--- src/hk_spi_settings.svh ---
// Identification values and general purpose register range of the housekeeping SPI
`ifndef HK_SPI_SETTINGS_SVH
`define HK_SPI_SETTINGS_SVH

// ------------------------------
// Identification registers
// ------------------------------

// Manufacturer ID low byte, address 1
`define HK_SPI_MFG_ID_LO 8'h56

// Manufacturer ID high nibble, address 2
// Upper nibble of that address reads as zero
`define HK_SPI_MFG_ID_HI 4'h4

// Product ID, address 3
`define HK_SPI_PRODUCT_ID 8'h11

// Mask ID, addresses 4 to 7
// Most significant byte sits at address 4
`define HK_SPI_MASK_ID 32'hA5C3_0F1E

// ------------------------------
// General purpose registers
// ------------------------------

// First writable address, right after the mask ID
`define HK_SPI_FIRST_GP_ADDR 8

// Number of general purpose bytes
// Addresses past the last one read zero
`define HK_SPI_NUM_GP_REGS 16

`endif
--- src/hk_spi_pkg.sv ---
// Frame state encoding, register write request and read shifter control types
`default_nettype none

package hk_spi_pkg;

    // ------------------------------
    // Frame state
    // ------------------------------

    // Position of the decoder inside a csb frame
    // Pass states hold until csb rises
    typedef enum logic [2:0] {
        FRAME_COMMAND   = 3'b000,
        FRAME_ADDRESS   = 3'b001,
        FRAME_DATA      = 3'b010,
        FRAME_USER_PASS = 3'b100,
        FRAME_MGMT_PASS = 3'b101
    } frame_state_e;

    // ------------------------------
    // Decoder to register file
    // ------------------------------

    // Registered write request, valid for one SCK cycle
    typedef struct packed {
        logic       write;
        logic [7:0] addr;
        logic [7:0] wdata;
    } reg_req_t;

    // ------------------------------
    // Decoder to read shifter
    // ------------------------------

    // Action for the coming falling edge
    // Load takes precedence over shift in the shifter
    typedef struct packed {
        logic load;
        logic shift;
        logic drive;
    } shift_ctl_t;

endpackage

`default_nettype wire

--- src/housekeeping_spi_top.sv ---
// Top level of the housekeeping SPI slave: decoder, register file and read shifter
`default_nettype none

module housekeeping_spi_top (
    input  wire  SCK,
    input  wire  csb_reset,
    input  wire  csb,
    input  wire  sdi,
    output logic sdo,
    output logic sdoenb,
    output logic pass_thru_mgmt,
    output logic pass_thru_user,
    output logic pass_thru_mgmt_reset,
    output logic pass_thru_user_reset
);

    hk_spi_pkg::reg_req_t   wr_req;
    hk_spi_pkg::shift_ctl_t shift_ctl;
    logic [7:0]             rd_addr;
    logic [7:0]             rd_data;
    logic                   frame_reset;

    // ------------------------------
    // Stage one, rising edge decode
    // ------------------------------

    spi_frame_decoder u_decoder (
        .SCK                  (SCK),
        .csb_reset            (csb_reset),
        .csb                  (csb),
        .sdi                  (sdi),
        .wr_req               (wr_req),
        .rd_addr              (rd_addr),
        .shift_ctl            (shift_ctl),
        .frame_reset          (frame_reset),
        .pass_thru_mgmt       (pass_thru_mgmt),
        .pass_thru_user       (pass_thru_user),
        .pass_thru_mgmt_reset (pass_thru_mgmt_reset),
        .pass_thru_user_reset (pass_thru_user_reset)
    );

    // Stage two, registers survive csb
    hk_register_file u_regs (
        .SCK       (SCK),
        .csb_reset (csb_reset),
        .wr_req    (wr_req),
        .rd_addr   (rd_addr),
        .rd_data   (rd_data)
    );

    // Stage three, falling edge output
    spi_read_shifter u_shifter (
        .SCK         (SCK),
        .frame_reset (frame_reset),
        .shift_ctl   (shift_ctl),
        .rd_data     (rd_data),
        .sdo         (sdo),
        .sdoenb      (sdoenb)
    );

endmodule

`default_nettype wire

--- src/spi_read_shifter.sv ---
// Read shifter: falling edge load and shift of read data, sdo and its enable
`default_nettype none

module spi_read_shifter (
    input  wire                       SCK,
    input  wire                       frame_reset,
    input  wire hk_spi_pkg::shift_ctl_t shift_ctl,
    input  wire [7:0]                 rd_data,
    output logic                      sdo,
    output logic                      sdoenb
);

    logic [7:0] ldata;

    // Msb leads, master samples it on the next rising edge
    assign sdo = ldata[7];

    // ------------------------------
    // Falling edge shift register
    // ------------------------------

    always_ff @(negedge SCK or posedge frame_reset) begin
        if (frame_reset) begin
            ldata <= 8'd0;
        end else if (shift_ctl.load) begin
            // Byte boundary, take the word at the new address
            ldata <= rd_data;
        end else if (shift_ctl.shift) begin
            ldata <= {ldata[6:0], 1'b0};
        end
    end

    // Active low enable, released between read bytes and in pass-through
    always_ff @(negedge SCK or posedge frame_reset) begin
        if (frame_reset) begin
            sdoenb <= 1'b1;
        end else begin
            sdoenb <= ~shift_ctl.drive;
        end
    end

endmodule

`default_nettype wire

--- src/hk_register_file.sv ---
// Register file: identification constants, general purpose bytes, write and read ports
`default_nettype none

`include "hk_spi_settings.svh"

module hk_register_file (
    input  wire                  SCK,
    input  wire                  csb_reset,
    input  wire hk_spi_pkg::reg_req_t wr_req,
    input  wire [7:0]            rd_addr,
    output logic [7:0]           rd_data
);

    localparam int NUM_GP = `HK_SPI_NUM_GP_REGS;
    localparam int IDX_W  = (NUM_GP > 1) ? $clog2(NUM_GP) : 1;

    localparam logic [7:0]  FIRST_GP   = 8'(`HK_SPI_FIRST_GP_ADDR);
    localparam logic [7:0]  LAST_GP    = 8'(`HK_SPI_FIRST_GP_ADDR + NUM_GP - 1);
    localparam logic [31:0] MASK_ID    = `HK_SPI_MASK_ID;
    localparam logic [7:0]  MFG_ID_LO  = `HK_SPI_MFG_ID_LO;
    localparam logic [3:0]  MFG_ID_HI  = `HK_SPI_MFG_ID_HI;
    localparam logic [7:0]  PRODUCT_ID = `HK_SPI_PRODUCT_ID;

    logic [7:0] gp_regs [NUM_GP];
    logic [7:0] wr_off;
    logic [7:0] rd_off;
    logic       wr_in_range;
    logic       rd_in_range;

    // Offsets into the general purpose block
    assign wr_off      = wr_req.addr - FIRST_GP;
    assign rd_off      = rd_addr - FIRST_GP;
    assign wr_in_range = (wr_req.addr >= FIRST_GP) && (wr_req.addr <= LAST_GP);
    assign rd_in_range = (rd_addr >= FIRST_GP) && (rd_addr <= LAST_GP);

    // ------------------------------
    // Write port
    // ------------------------------

    // Only power-on reset clears the registers, csb leaves them alone
    always_ff @(posedge SCK or posedge csb_reset) begin
        if (csb_reset) begin
            for (int i = 0; i < NUM_GP; i++) begin
                gp_regs[i] <= 8'd0;
            end
        end else if (wr_req.write && wr_in_range) begin
            gp_regs[wr_off[IDX_W-1:0]] <= wr_req.wdata;
        end
    end

    // ------------------------------
    // Read port
    // ------------------------------

    // Combinational, a same-cycle write is not yet visible
    always_comb begin
        case (rd_addr)
            8'd1: rd_data = MFG_ID_LO;
            8'd2: rd_data = {4'h0, MFG_ID_HI};
            8'd3: rd_data = PRODUCT_ID;
            // Mask ID msb first
            8'd4: rd_data = MASK_ID[31:24];
            8'd5: rd_data = MASK_ID[23:16];
            8'd6: rd_data = MASK_ID[15:8];
            8'd7: rd_data = MASK_ID[7:0];
            default: begin
                if (rd_in_range) begin
                    rd_data = gp_regs[rd_off[IDX_W-1:0]];
                end else begin
                    // Address 0 and anything past the block
                    rd_data = 8'd0;
                end
            end
        endcase
    end

endmodule

`default_nettype wire

--- src/spi_frame_decoder.sv ---
// Frame decoder: bit counter, frame FSM, command capture, address counter, write requests
`default_nettype none

module spi_frame_decoder (
    input  wire                   SCK,
    input  wire                   csb_reset,
    input  wire                   csb,
    input  wire                   sdi,
    output hk_spi_pkg::reg_req_t  wr_req,
    output logic [7:0]            rd_addr,
    output hk_spi_pkg::shift_ctl_t shift_ctl,
    output logic                  frame_reset,
    output logic                  pass_thru_mgmt,
    output logic                  pass_thru_user,
    output logic                  pass_thru_mgmt_reset,
    output logic                  pass_thru_user_reset
);

    hk_spi_pkg::frame_state_e state;
    hk_spi_pkg::frame_state_e next_state;

    logic [2:0] bit_cnt;
    logic [6:0] cmd_sr;
    logic       cmd_write;
    logic       cmd_read;
    logic [2:0] byte_cnt;
    logic [7:0] addr;
    logic [6:0] data_sr;
    logic       wr_valid;
    logic [7:0] wr_addr;
    logic [7:0] wr_wdata;
    logic       byte_done;
    logic       last_byte;
    logic       addr_done;
    logic       load_next;
    logic       drive_next;

    // Frame logic is cleared by power-on reset or by csb high
    assign frame_reset = csb_reset | csb;

    // Eighth bit of the current byte is on sdi
    assign byte_done = (bit_cnt == 3'd7);
    // Unlimited transfers keep byte_cnt at zero and never hit this
    assign last_byte = (byte_cnt == 3'd1);
    assign addr_done = (state == hk_spi_pkg::FRAME_ADDRESS) && byte_done;

    assign rd_addr = addr;
    assign wr_req  = '{write: wr_valid, addr: wr_addr, wdata: wr_wdata};

    // ------------------------------
    // Frame FSM
    // ------------------------------

    always_comb begin
        next_state = state;
        case (state)
            hk_spi_pkg::FRAME_COMMAND: begin
                if (byte_done) begin
                    // cmd_sr[1] is bit 2 (mgmt), cmd_sr[0] is bit 1 (user)
                    if (cmd_sr[1] && !cmd_sr[0]) begin
                        next_state = hk_spi_pkg::FRAME_MGMT_PASS;
                    end else if (cmd_sr[0] && !cmd_sr[1]) begin
                        next_state = hk_spi_pkg::FRAME_USER_PASS;
                    end else begin
                        next_state = hk_spi_pkg::FRAME_ADDRESS;
                    end
                end
            end
            hk_spi_pkg::FRAME_ADDRESS: begin
                if (byte_done) begin
                    next_state = hk_spi_pkg::FRAME_DATA;
                end
            end
            hk_spi_pkg::FRAME_DATA: begin
                // Counted transfer done, next byte is a fresh command
                if (byte_done && last_byte) begin
                    next_state = hk_spi_pkg::FRAME_COMMAND;
                end
            end
            hk_spi_pkg::FRAME_MGMT_PASS,
            hk_spi_pkg::FRAME_USER_PASS: begin
                next_state = state;
            end
            default: begin
                next_state = hk_spi_pkg::FRAME_COMMAND;
            end
        endcase
    end

    always_ff @(posedge SCK or posedge frame_reset) begin
        if (frame_reset) begin
            state   <= hk_spi_pkg::FRAME_COMMAND;
            bit_cnt <= 3'd0;
        end else begin
            state <= next_state;
            // Counter freezes once the frame is handed to a flash
            if (state != hk_spi_pkg::FRAME_MGMT_PASS &&
                state != hk_spi_pkg::FRAME_USER_PASS) begin
                bit_cnt <= bit_cnt + 3'd1;
            end
        end
    end

    // ------------------------------
    // Command capture
    // ------------------------------

    always_ff @(posedge SCK or posedge frame_reset) begin
        if (frame_reset) begin
            cmd_sr               <= 7'd0;
            cmd_write            <= 1'b0;
            cmd_read             <= 1'b0;
            byte_cnt             <= 3'd0;
            pass_thru_mgmt_reset <= 1'b0;
            pass_thru_user_reset <= 1'b0;
        end else if (state == hk_spi_pkg::FRAME_COMMAND) begin
            cmd_sr <= {cmd_sr[5:0], sdi};
            case (bit_cnt)
                // Pass bits raise their reset request as soon as sampled
                3'd5: pass_thru_mgmt_reset <= sdi;
                3'd6: pass_thru_user_reset <= sdi;
                3'd7: begin
                    cmd_write <= cmd_sr[6];
                    cmd_read  <= cmd_sr[5];
                    byte_cnt  <= cmd_sr[4:2];
                    // Both pass bits set is not a pass command, drop the requests
                    pass_thru_mgmt_reset <= (next_state == hk_spi_pkg::FRAME_MGMT_PASS);
                    pass_thru_user_reset <= (next_state == hk_spi_pkg::FRAME_USER_PASS);
                end
                default: begin
                    cmd_write <= cmd_write;
                end
            endcase
        end else if (state == hk_spi_pkg::FRAME_DATA && byte_done && byte_cnt != 3'd0) begin
            byte_cnt <= byte_cnt - 3'd1;
        end
    end

    // Flags follow one edge after entering the pass state
    always_ff @(posedge SCK or posedge frame_reset) begin
        if (frame_reset) begin
            pass_thru_mgmt <= 1'b0;
            pass_thru_user <= 1'b0;
        end else begin
            if (state == hk_spi_pkg::FRAME_MGMT_PASS) begin
                pass_thru_mgmt <= 1'b1;
            end
            if (state == hk_spi_pkg::FRAME_USER_PASS) begin
                pass_thru_user <= 1'b1;
            end
        end
    end

    // ------------------------------
    // Address and write data
    // ------------------------------

    always_ff @(posedge SCK or posedge frame_reset) begin
        if (frame_reset) begin
            addr     <= 8'd0;
            data_sr  <= 7'd0;
            wr_valid <= 1'b0;
        end else begin
            wr_valid <= 1'b0;
            if (state == hk_spi_pkg::FRAME_ADDRESS) begin
                addr <= {addr[6:0], sdi};
            end else if (state == hk_spi_pkg::FRAME_DATA) begin
                data_sr <= {data_sr[5:0], sdi};
                if (byte_done) begin
                    wr_valid <= cmd_write;
                    addr     <= addr + 8'd1;
                end
            end
        end
    end

    // Request payload, qualified by wr_valid
    always_ff @(posedge SCK) begin
        if (state == hk_spi_pkg::FRAME_DATA && byte_done) begin
            wr_addr  <= addr;
            wr_wdata <= {data_sr, sdi};
        end
    end

    // ------------------------------
    // Read shifter control
    // ------------------------------

    // Drive while a read byte is on sdo, load at each byte boundary that continues
    assign drive_next = cmd_read && (addr_done ||
                        (state == hk_spi_pkg::FRAME_DATA && !(byte_done && last_byte)));
    assign load_next  = cmd_read && (addr_done ||
                        (state == hk_spi_pkg::FRAME_DATA && byte_done && !last_byte));

    always_ff @(posedge SCK or posedge frame_reset) begin
        if (frame_reset) begin
            shift_ctl <= '0;
        end else begin
            shift_ctl <= '{load: load_next, shift: drive_next && !load_next, drive: drive_next};
        end
    end

endmodule

`default_nettype wire

--- config.mk ---
export PLATFORM = sky130hd
export DESIGN_NAME = housekeeping_spi_top
export DESIGN_NICKNAME = d
export VERILOG_FILES = /design/src/hk_spi_pkg.sv /design/src/housekeeping_spi_top.sv /design/src/spi_read_shifter.sv /design/src/hk_register_file.sv /design/src/spi_frame_decoder.sv
export VERILOG_INCLUDE_DIRS = /design/src /design/src/src
export SDC_FILE = /design/constraint.sdc
export NUM_CORES = 1
export LEC_CHECK = 0
export BUFFER_PORTS_ARGS = -buffer_cell sky130_fd_sc_hd__buf_2
export CAP_MARGIN = 25
export CORE_MARGIN = 4
export CORE_UTILIZATION = 68
export CTS_CLUSTER_SIZE = 8
export DETAILED_ROUTE_END_ITERATION = 8
export PLACE_DENSITY = 0.86
export SYNTH_ARGS = -nofsm -noshare
export SYNTH_HDL_FRONTEND = slang
export SYNTH_SLANG_ARGS = --single-unit
--- constraint.sdc ---
create_clock -name SCK -period 8.3 [get_ports SCK]
set_input_delay 0.83 -clock SCK [delete_from_list [all_inputs] [get_ports SCK]]
set_output_delay 0.83 -clock SCK [all_outputs]
set_load 0.01 [all_outputs]
==> results of run 1 <==
## worst min path at each step
stage | end | cells after the start | slack [ns]
after floorplan | u_shifter.ldata[0] | 2 | 0.42
after global placement | u_decoder.wr_wdata[7] | 0 | 0.43
after detailed placement | u_decoder.wr_wdata[7] | 0 | 0.43
after CTS | u_decoder.wr_wdata[7] | 0 | 0.45
after global routing | u_decoder.wr_wdata[7] | 0 | 0.49
final | u_decoder.wr_wdata[7] | 0 | 0.45
## area by class of cell
cell class | instances | share of cell area (%)
Sequential cell | 194 | 50.8
Multi-Input combinational cell | 400 | 39.3
Clock buffer | 20 | 5.03
Tap cell | 172 | 2.21
Clock inverter | 13 | 1.12
Timing Repair Buffer | 17 | 1.05
Inverter | 13 | 0.527
## cell families after synthesis
kind of cell / after synthesis
compound gates: 62
mux: 194
fa+ha+maj: 13
simple gates: 129
xor+xnor: 2
buf+inv: 55
flops: 194
## registers in the layout (all words and copies together) (netlist names)
register	count
u_decoder.bit_cnt	3
u_decoder.byte_cnt	3
u_decoder.cmd_read	1
u_decoder.cmd_sr	7
u_decoder.cmd_write	1
u_decoder.data_sr	7
u_decoder.pass_thru_mgmt	1
u_decoder.pass_thru_mgmt_reset	1
u_decoder.pass_thru_user	1
u_decoder.pass_thru_user_reset	1
u_decoder.rd_addr	8
u_decoder.shift_ctl	3
u_decoder.state	3
u_decoder.wr_addr	8
u_decoder.wr_valid	1
u_decoder.wr_wdata	8
u_regs.gp_regs	128
u_shifter.ldata	8
u_shifter.sdoenb	1
## placed cells by master (no fill, tap or decap), types with 4 or more instances in the layout
cell type  instances
inv_1             12
clkinv_4           4
mux2_2           145
clkbuf_16         19
nand2b_1           5
o22ai_1            4
nand2_1           41
a41oi_1            4
nor3_1             4
nor2_2             5
buf_4              7
edfxtp_1          16
mux2i_1           16
nor2_1            17
o21ai_0           11
inv_4              4
a21oi_1           15
mux4_2            31
ha_1              13
nand3_1           16
dfrtn_1            8
buf_2             10
or3_1              5
dfrtp_1          167
nor2b_1            9
and3_1             4
o211ai_1           4
## critical path: cells and delay by family (launching register included)
family,cells,cell delay [ns]
adders and majority gates,1,0.35
buffers and inverters,1,0.36
and+or+nand+nor,1,0.23
AOI/OAI and AO/OA,3,0.40
DFF,1,0.99
## layer usage
metal,part of all wire (%),GRT usage (%),vias to the layer above
met2,50,44.4,202
li1,-,-,2382
met1,41,38.3,2871
met5,0,0,-
met3,5.8,6.36,36
met4,2.8,11.3,0
## power breakdown
group          internal (mW)  total, mW  leakage (nW)  switching, mW
Sequential              1.04       1.20          2.58          0.157
Combinational          0.226      0.499          1.69          0.273
Clock                  0.439      0.818         0.304          0.379
Total                   1.71       2.51          4.57          0.809
==> impl_metrics.yaml, run 1 <==
run_status:
  status: "finished clean"
placement:
  placed_cells: 796
  port-buffer-count: 9
  placed_cell_area_sq_mm: 0.00913
  place_ws_ns: 1.66
  gp_congestion: 0.894
  place_hpwl_microns: 12400
sta:
  whs_ns: 0.453
  grt_setup_unrepaired: "no"
  setup_tns_ns: 0
  hold_viol_final: 0
  setup_slack_ns: 1.62
  fin_skew_ns: 0.0340
  setup_viol: 0
  slew_headroom_pct: 37.2
  worst_pin_slew_ns: 0.942
  maxSlewViolCount: 0
cts:
  cts_made_buffers: 17
  clk_pin_slew_worst_paths_ns: 0.07
  cts_resized: 0
  clk_path_buf_depth: 2
  clk_latency_ns: 0.44
  cts.sinks: 194
  cts_tree: "built"
  hold_buffers: 0
  cts_max_level: 4
  cts_setup_buffers: 0
  cts-root-buf: "clkbuf_16"
synth:
  synth_compound_area_share_pct: 4.70
  synth-seq-cells: 194
  ys.flop_type: "dfrtp_1"
  yosys_warnings: 0
  async_flop_share_pct: 91.8
  synth_mux_area_share_pct: 28.0
  synth_common_cells: "169 x dfrtp_1, 145 x mux2_2, 41 x nand2_1, 33 x clkbuf_1, 31 x mux4_2"
  synth_area_leaders: "dfrtp_1 47%, mux2_2 18%, mux4_2 7.8%, edfxtp_1 5.4%, dfrtn_1 2.2%"
  synth_top_area_share_pct: 47.2
  syn_inst: 649
  syn_area_per_cell_sq_um: 13.8
  synth_top_family_by_area: "multiplexers"
  yosys.cell_count.top_type: "dfrtp_1"
  synth_top_area_cell: "dfrtp_1"
  synth_edf_count: 16
  syn-num-nets: 666
  synthSimpleGateAreaFrac_pct: 7.78
  ys_types: 58
  synthAdderAreaFrac_pct: 1.81
  yosys.area_share.xor_xnor_pct: 0.195
  netlist_area_sq_mm: 0.00896
  ys_seq_area_share_pct: 55.1
setup_path:
  required_ns: 4.40
  r2r_slack_ns: 1.62
  ff2ff_path_depth: 6
  crit_start: "u_decoder.rd_addr[0]"
  worstSetupStartpointType: "flip-flop"
  cp-endpoint: "u_shifter.ldata[0]"
  arrival_ns: 2.78
  r2r_end: "u_shifter.ldata[0]"
  r2r-start: "u_decoder.rd_addr[0]"
  max_stage_delay_ns: 0.99
  crit_fanout: 33
  crit_path_top_delay_cell: "dfrtp_2"
  crit_chain: "inv_1 > ha_1 > nor3_1 > a21oi_1 > a32oi_1 > o21ai_0"
  worstSetupPathType: "flip-flop to flip-flop"
  end_kind: "flip-flop"
drt:
  drc: 0
  routed_via_density: 6.62
  route.vias.total: 5491
  wirelength_microns: 19100
  antenna_left: 0
  wire_per_inst_microns: 23.1
  first_iter_violations: 480
  drt_pass1_iterations: 5
pwr:
  finalPower_mw: 2.51
  p_leak_nw: 4.57
  ir_worst_vdd_mv: 0.260
  power_density_mw_per_mm2: 259
floorplan:
  die_area_sq_mm: 0.0151
  die_w_microns: 123
  initial_core_util_pct: 70.2
  io_pins: 10
  rows: 41
  fp.dieH_microns: 123
  core_area_sq_mm: 0.0128
layout:
  finalInstanceArea_sq_mm: 0.00973
  fin_cells: 829
  final_core_util_pct: 76.1
  finalNetCount: 661
  n_fill_cell: 739
  drive_above_1_share_pct: 37.1
  multiInputGateArea_sq_mm: 0.00382
  seqCellArea_sq_mm: 0.00494
  syn_to_final_growth_pct: 8.52
  diodes: 0
global_route:
  grt-ovfl-total: 0
  grt_pass1_wl_microns: 31500
  grt_pass1_vias: 5679
  track_usage_pct: 28.1
  grt_start_max_net_pins: 70
  antenna_found_initial: 0
hold_path:
  min_from: "u_decoder.data_sr[6]"
  min_path_type: "flip-flop to flip-flop"
run:
  max-cap-violations: 0
(Power assumes the default switching activity.)
==> inputs of run 2 (changes only) <==
- CORE_UTILIZATION: 68 -> 63
- PLACE_DENSITY: 0.86 -> 0.81
- clock period: 8.3 -> 6.9 ns (I/O delays scaled with it)
==> impl_metrics.yaml, run 2 (synthesis gave the netlist of run 1 again) <==
placement:
  gp_congestion: 0.912
  port-buffer-count: 9
  place_ws_ns: 1.01
  place_hpwl_microns: 12500
setup_path:
  crit_fanout: 30
  arrival_ns: 2.69
  ff2ff_path_depth: 5
  end_kind: "flip-flop"
  worstSetupStartpointType: "flip-flop"
  worstSetupPathType: "flip-flop to flip-flop"
  r2r_slack_ns: 0.95
  r2r-start: "u_decoder.rd_addr[1]"
  r2r_end: "u_shifter.ldata[6]"
  required_ns: 3.64
layout:
  layout_commonest_cell: "dfrtp_1"
  syn_to_final_growth_pct: 8.82
  final_cell_mix: "167 x dfrtp_1, 145 x mux2_2, 41 x nand2_1"
  diodes: 0
  largest_reg_flops: 128
  n_fill_cell: 897
  drive_above_1_share_pct: 36.9
  finalNetCount: 663
  largest-register: "u_regs.gp_regs"
global_route:
  track_usage_pct: 25.0
  grt_start_max_net_pins: 88
  grt-ovfl-total: 0
  antenna_found_initial: 0
  grt_pass1_vias: 5629
  grt_pass1_wl_microns: 30800
sta:
  setup_slack_ns: 0.953
  worst_pin_slew_ns: 0.817
  setup_tns_ns: 0
  setup_viol: 0
  whs_ns: 0.321
  hold_viol_final: 0
  slew_headroom_pct: 45.2
  grt_setup_unrepaired: "no"
  fin_skew_ns: 0.0354
  maxSlewViolCount: 0
cts:
  clk_latency_ns: 0.44
  clk_pin_slew_worst_paths_ns: 0.07
  hold_buffers: 0
  cts_max_level: 4
  cts.sinks: 194
  clk_path_buf_depth: 2
  cts_made_buffers: 17
  cts_resized: 0
  cts_tree: "built"
  cts-root-buf: "clkbuf_16"
  cts_setup_buffers: 0
run_status:
  status: "finished clean"
floorplan:
  core_area_sq_mm: 0.0139
  initial_core_util_pct: 64.6
  rows: 43
  die_area_sq_mm: 0.0162
  die_w_microns: 127
  io_pins: 10
  fp.dieH_microns: 127
pwr:
  p_leak_nw: 4.56
  power_density_mw_per_mm2: 309
  ir_worst_vdd_mv: 0.230
drt:
  antenna_left: 0
  drc: 0
  routed_via_density: 6.44
  wirelength_microns: 18800
  wire_per_inst_microns: 22.4
  first_iter_violations: 434
  route.vias.total: 5401
  drt_pass1_iterations: 5
hold_path:
  min_path_type: "primary input to async pin"
run:
  max-cap-violations: 0
run 2: critical path: stages, from the launching register on:
cell and delay, ns:
dfrtp_2 0.89, buf_4 0.35, mux4_2 0.51, mux2_2 0.28, nand3_1 0.08, a41oi_1 0.13
run 2: worst max-delay path by stage:
stage,startpoint,endpoint,slack (ns),cells past startpoint
finish,u_decoder.rd_addr[1],u_shifter.ldata[6],0.95,5
floorplan,csb_reset,u_shifter.ldata[0],0.05,1
global route,u_decoder.rd_addr[0],u_shifter.ldata[1],0.79,6
detailed placement,u_decoder.rd_addr[1],u_shifter.ldata[6],1.01,5
global placement,u_decoder.rd_addr[1],u_shifter.ldata[6],1.02,5
CTS,u_decoder.rd_addr[1],u_shifter.ldata[6],0.97,5
run 2: final cells by class:
class	instances	area, sq um	share of cell area (%)
well taps	180	225	2.31
multi-input cells	400	3820	39.2
clock inverters	12	135	1.39
clock buffers	21	450	4.62
inverters	13	51.3	0.526
repair buffers	19	133	1.36
flip-flops and latches	194	4940	50.6
run 2: metal layers:
layer	vias to the layer above	track usage, %	wire, microns
met5	-	0	0
li1	2379	-	-
met2	163	40.3	9480
met3	32	5.43	905
met4	0	8.01	314
met1	2827	34.3	8070
run 2: stage by stage:
step | instance area [sq um] | std cells | util [%] | total power, mW
2_1_floorplan | 8960 | 649 | - | 1.87
3_3_place_gp | 9150 | 806 | 65.9 | 2.02
3_5_place_dp | 9150 | 806 | 65.9 | 2.05
4_1_cts | 9730 | 838 | 70.1 | 3.03
5_1_grt | 9750 | 839 | 70.3 | 3.17
6_report | 9750 | 839 | 70.3 | 3.02
run 2: power breakdown:
group / total, mW / switching, mW / internal [mW] / leakage [nW]
logic: 0.618 / 0.342 / 0.276 / 1.70
registers: 1.43 / 0.173 / 1.25 / 2.58
clock network: 0.973 / 0.425 / 0.548 / 0.281
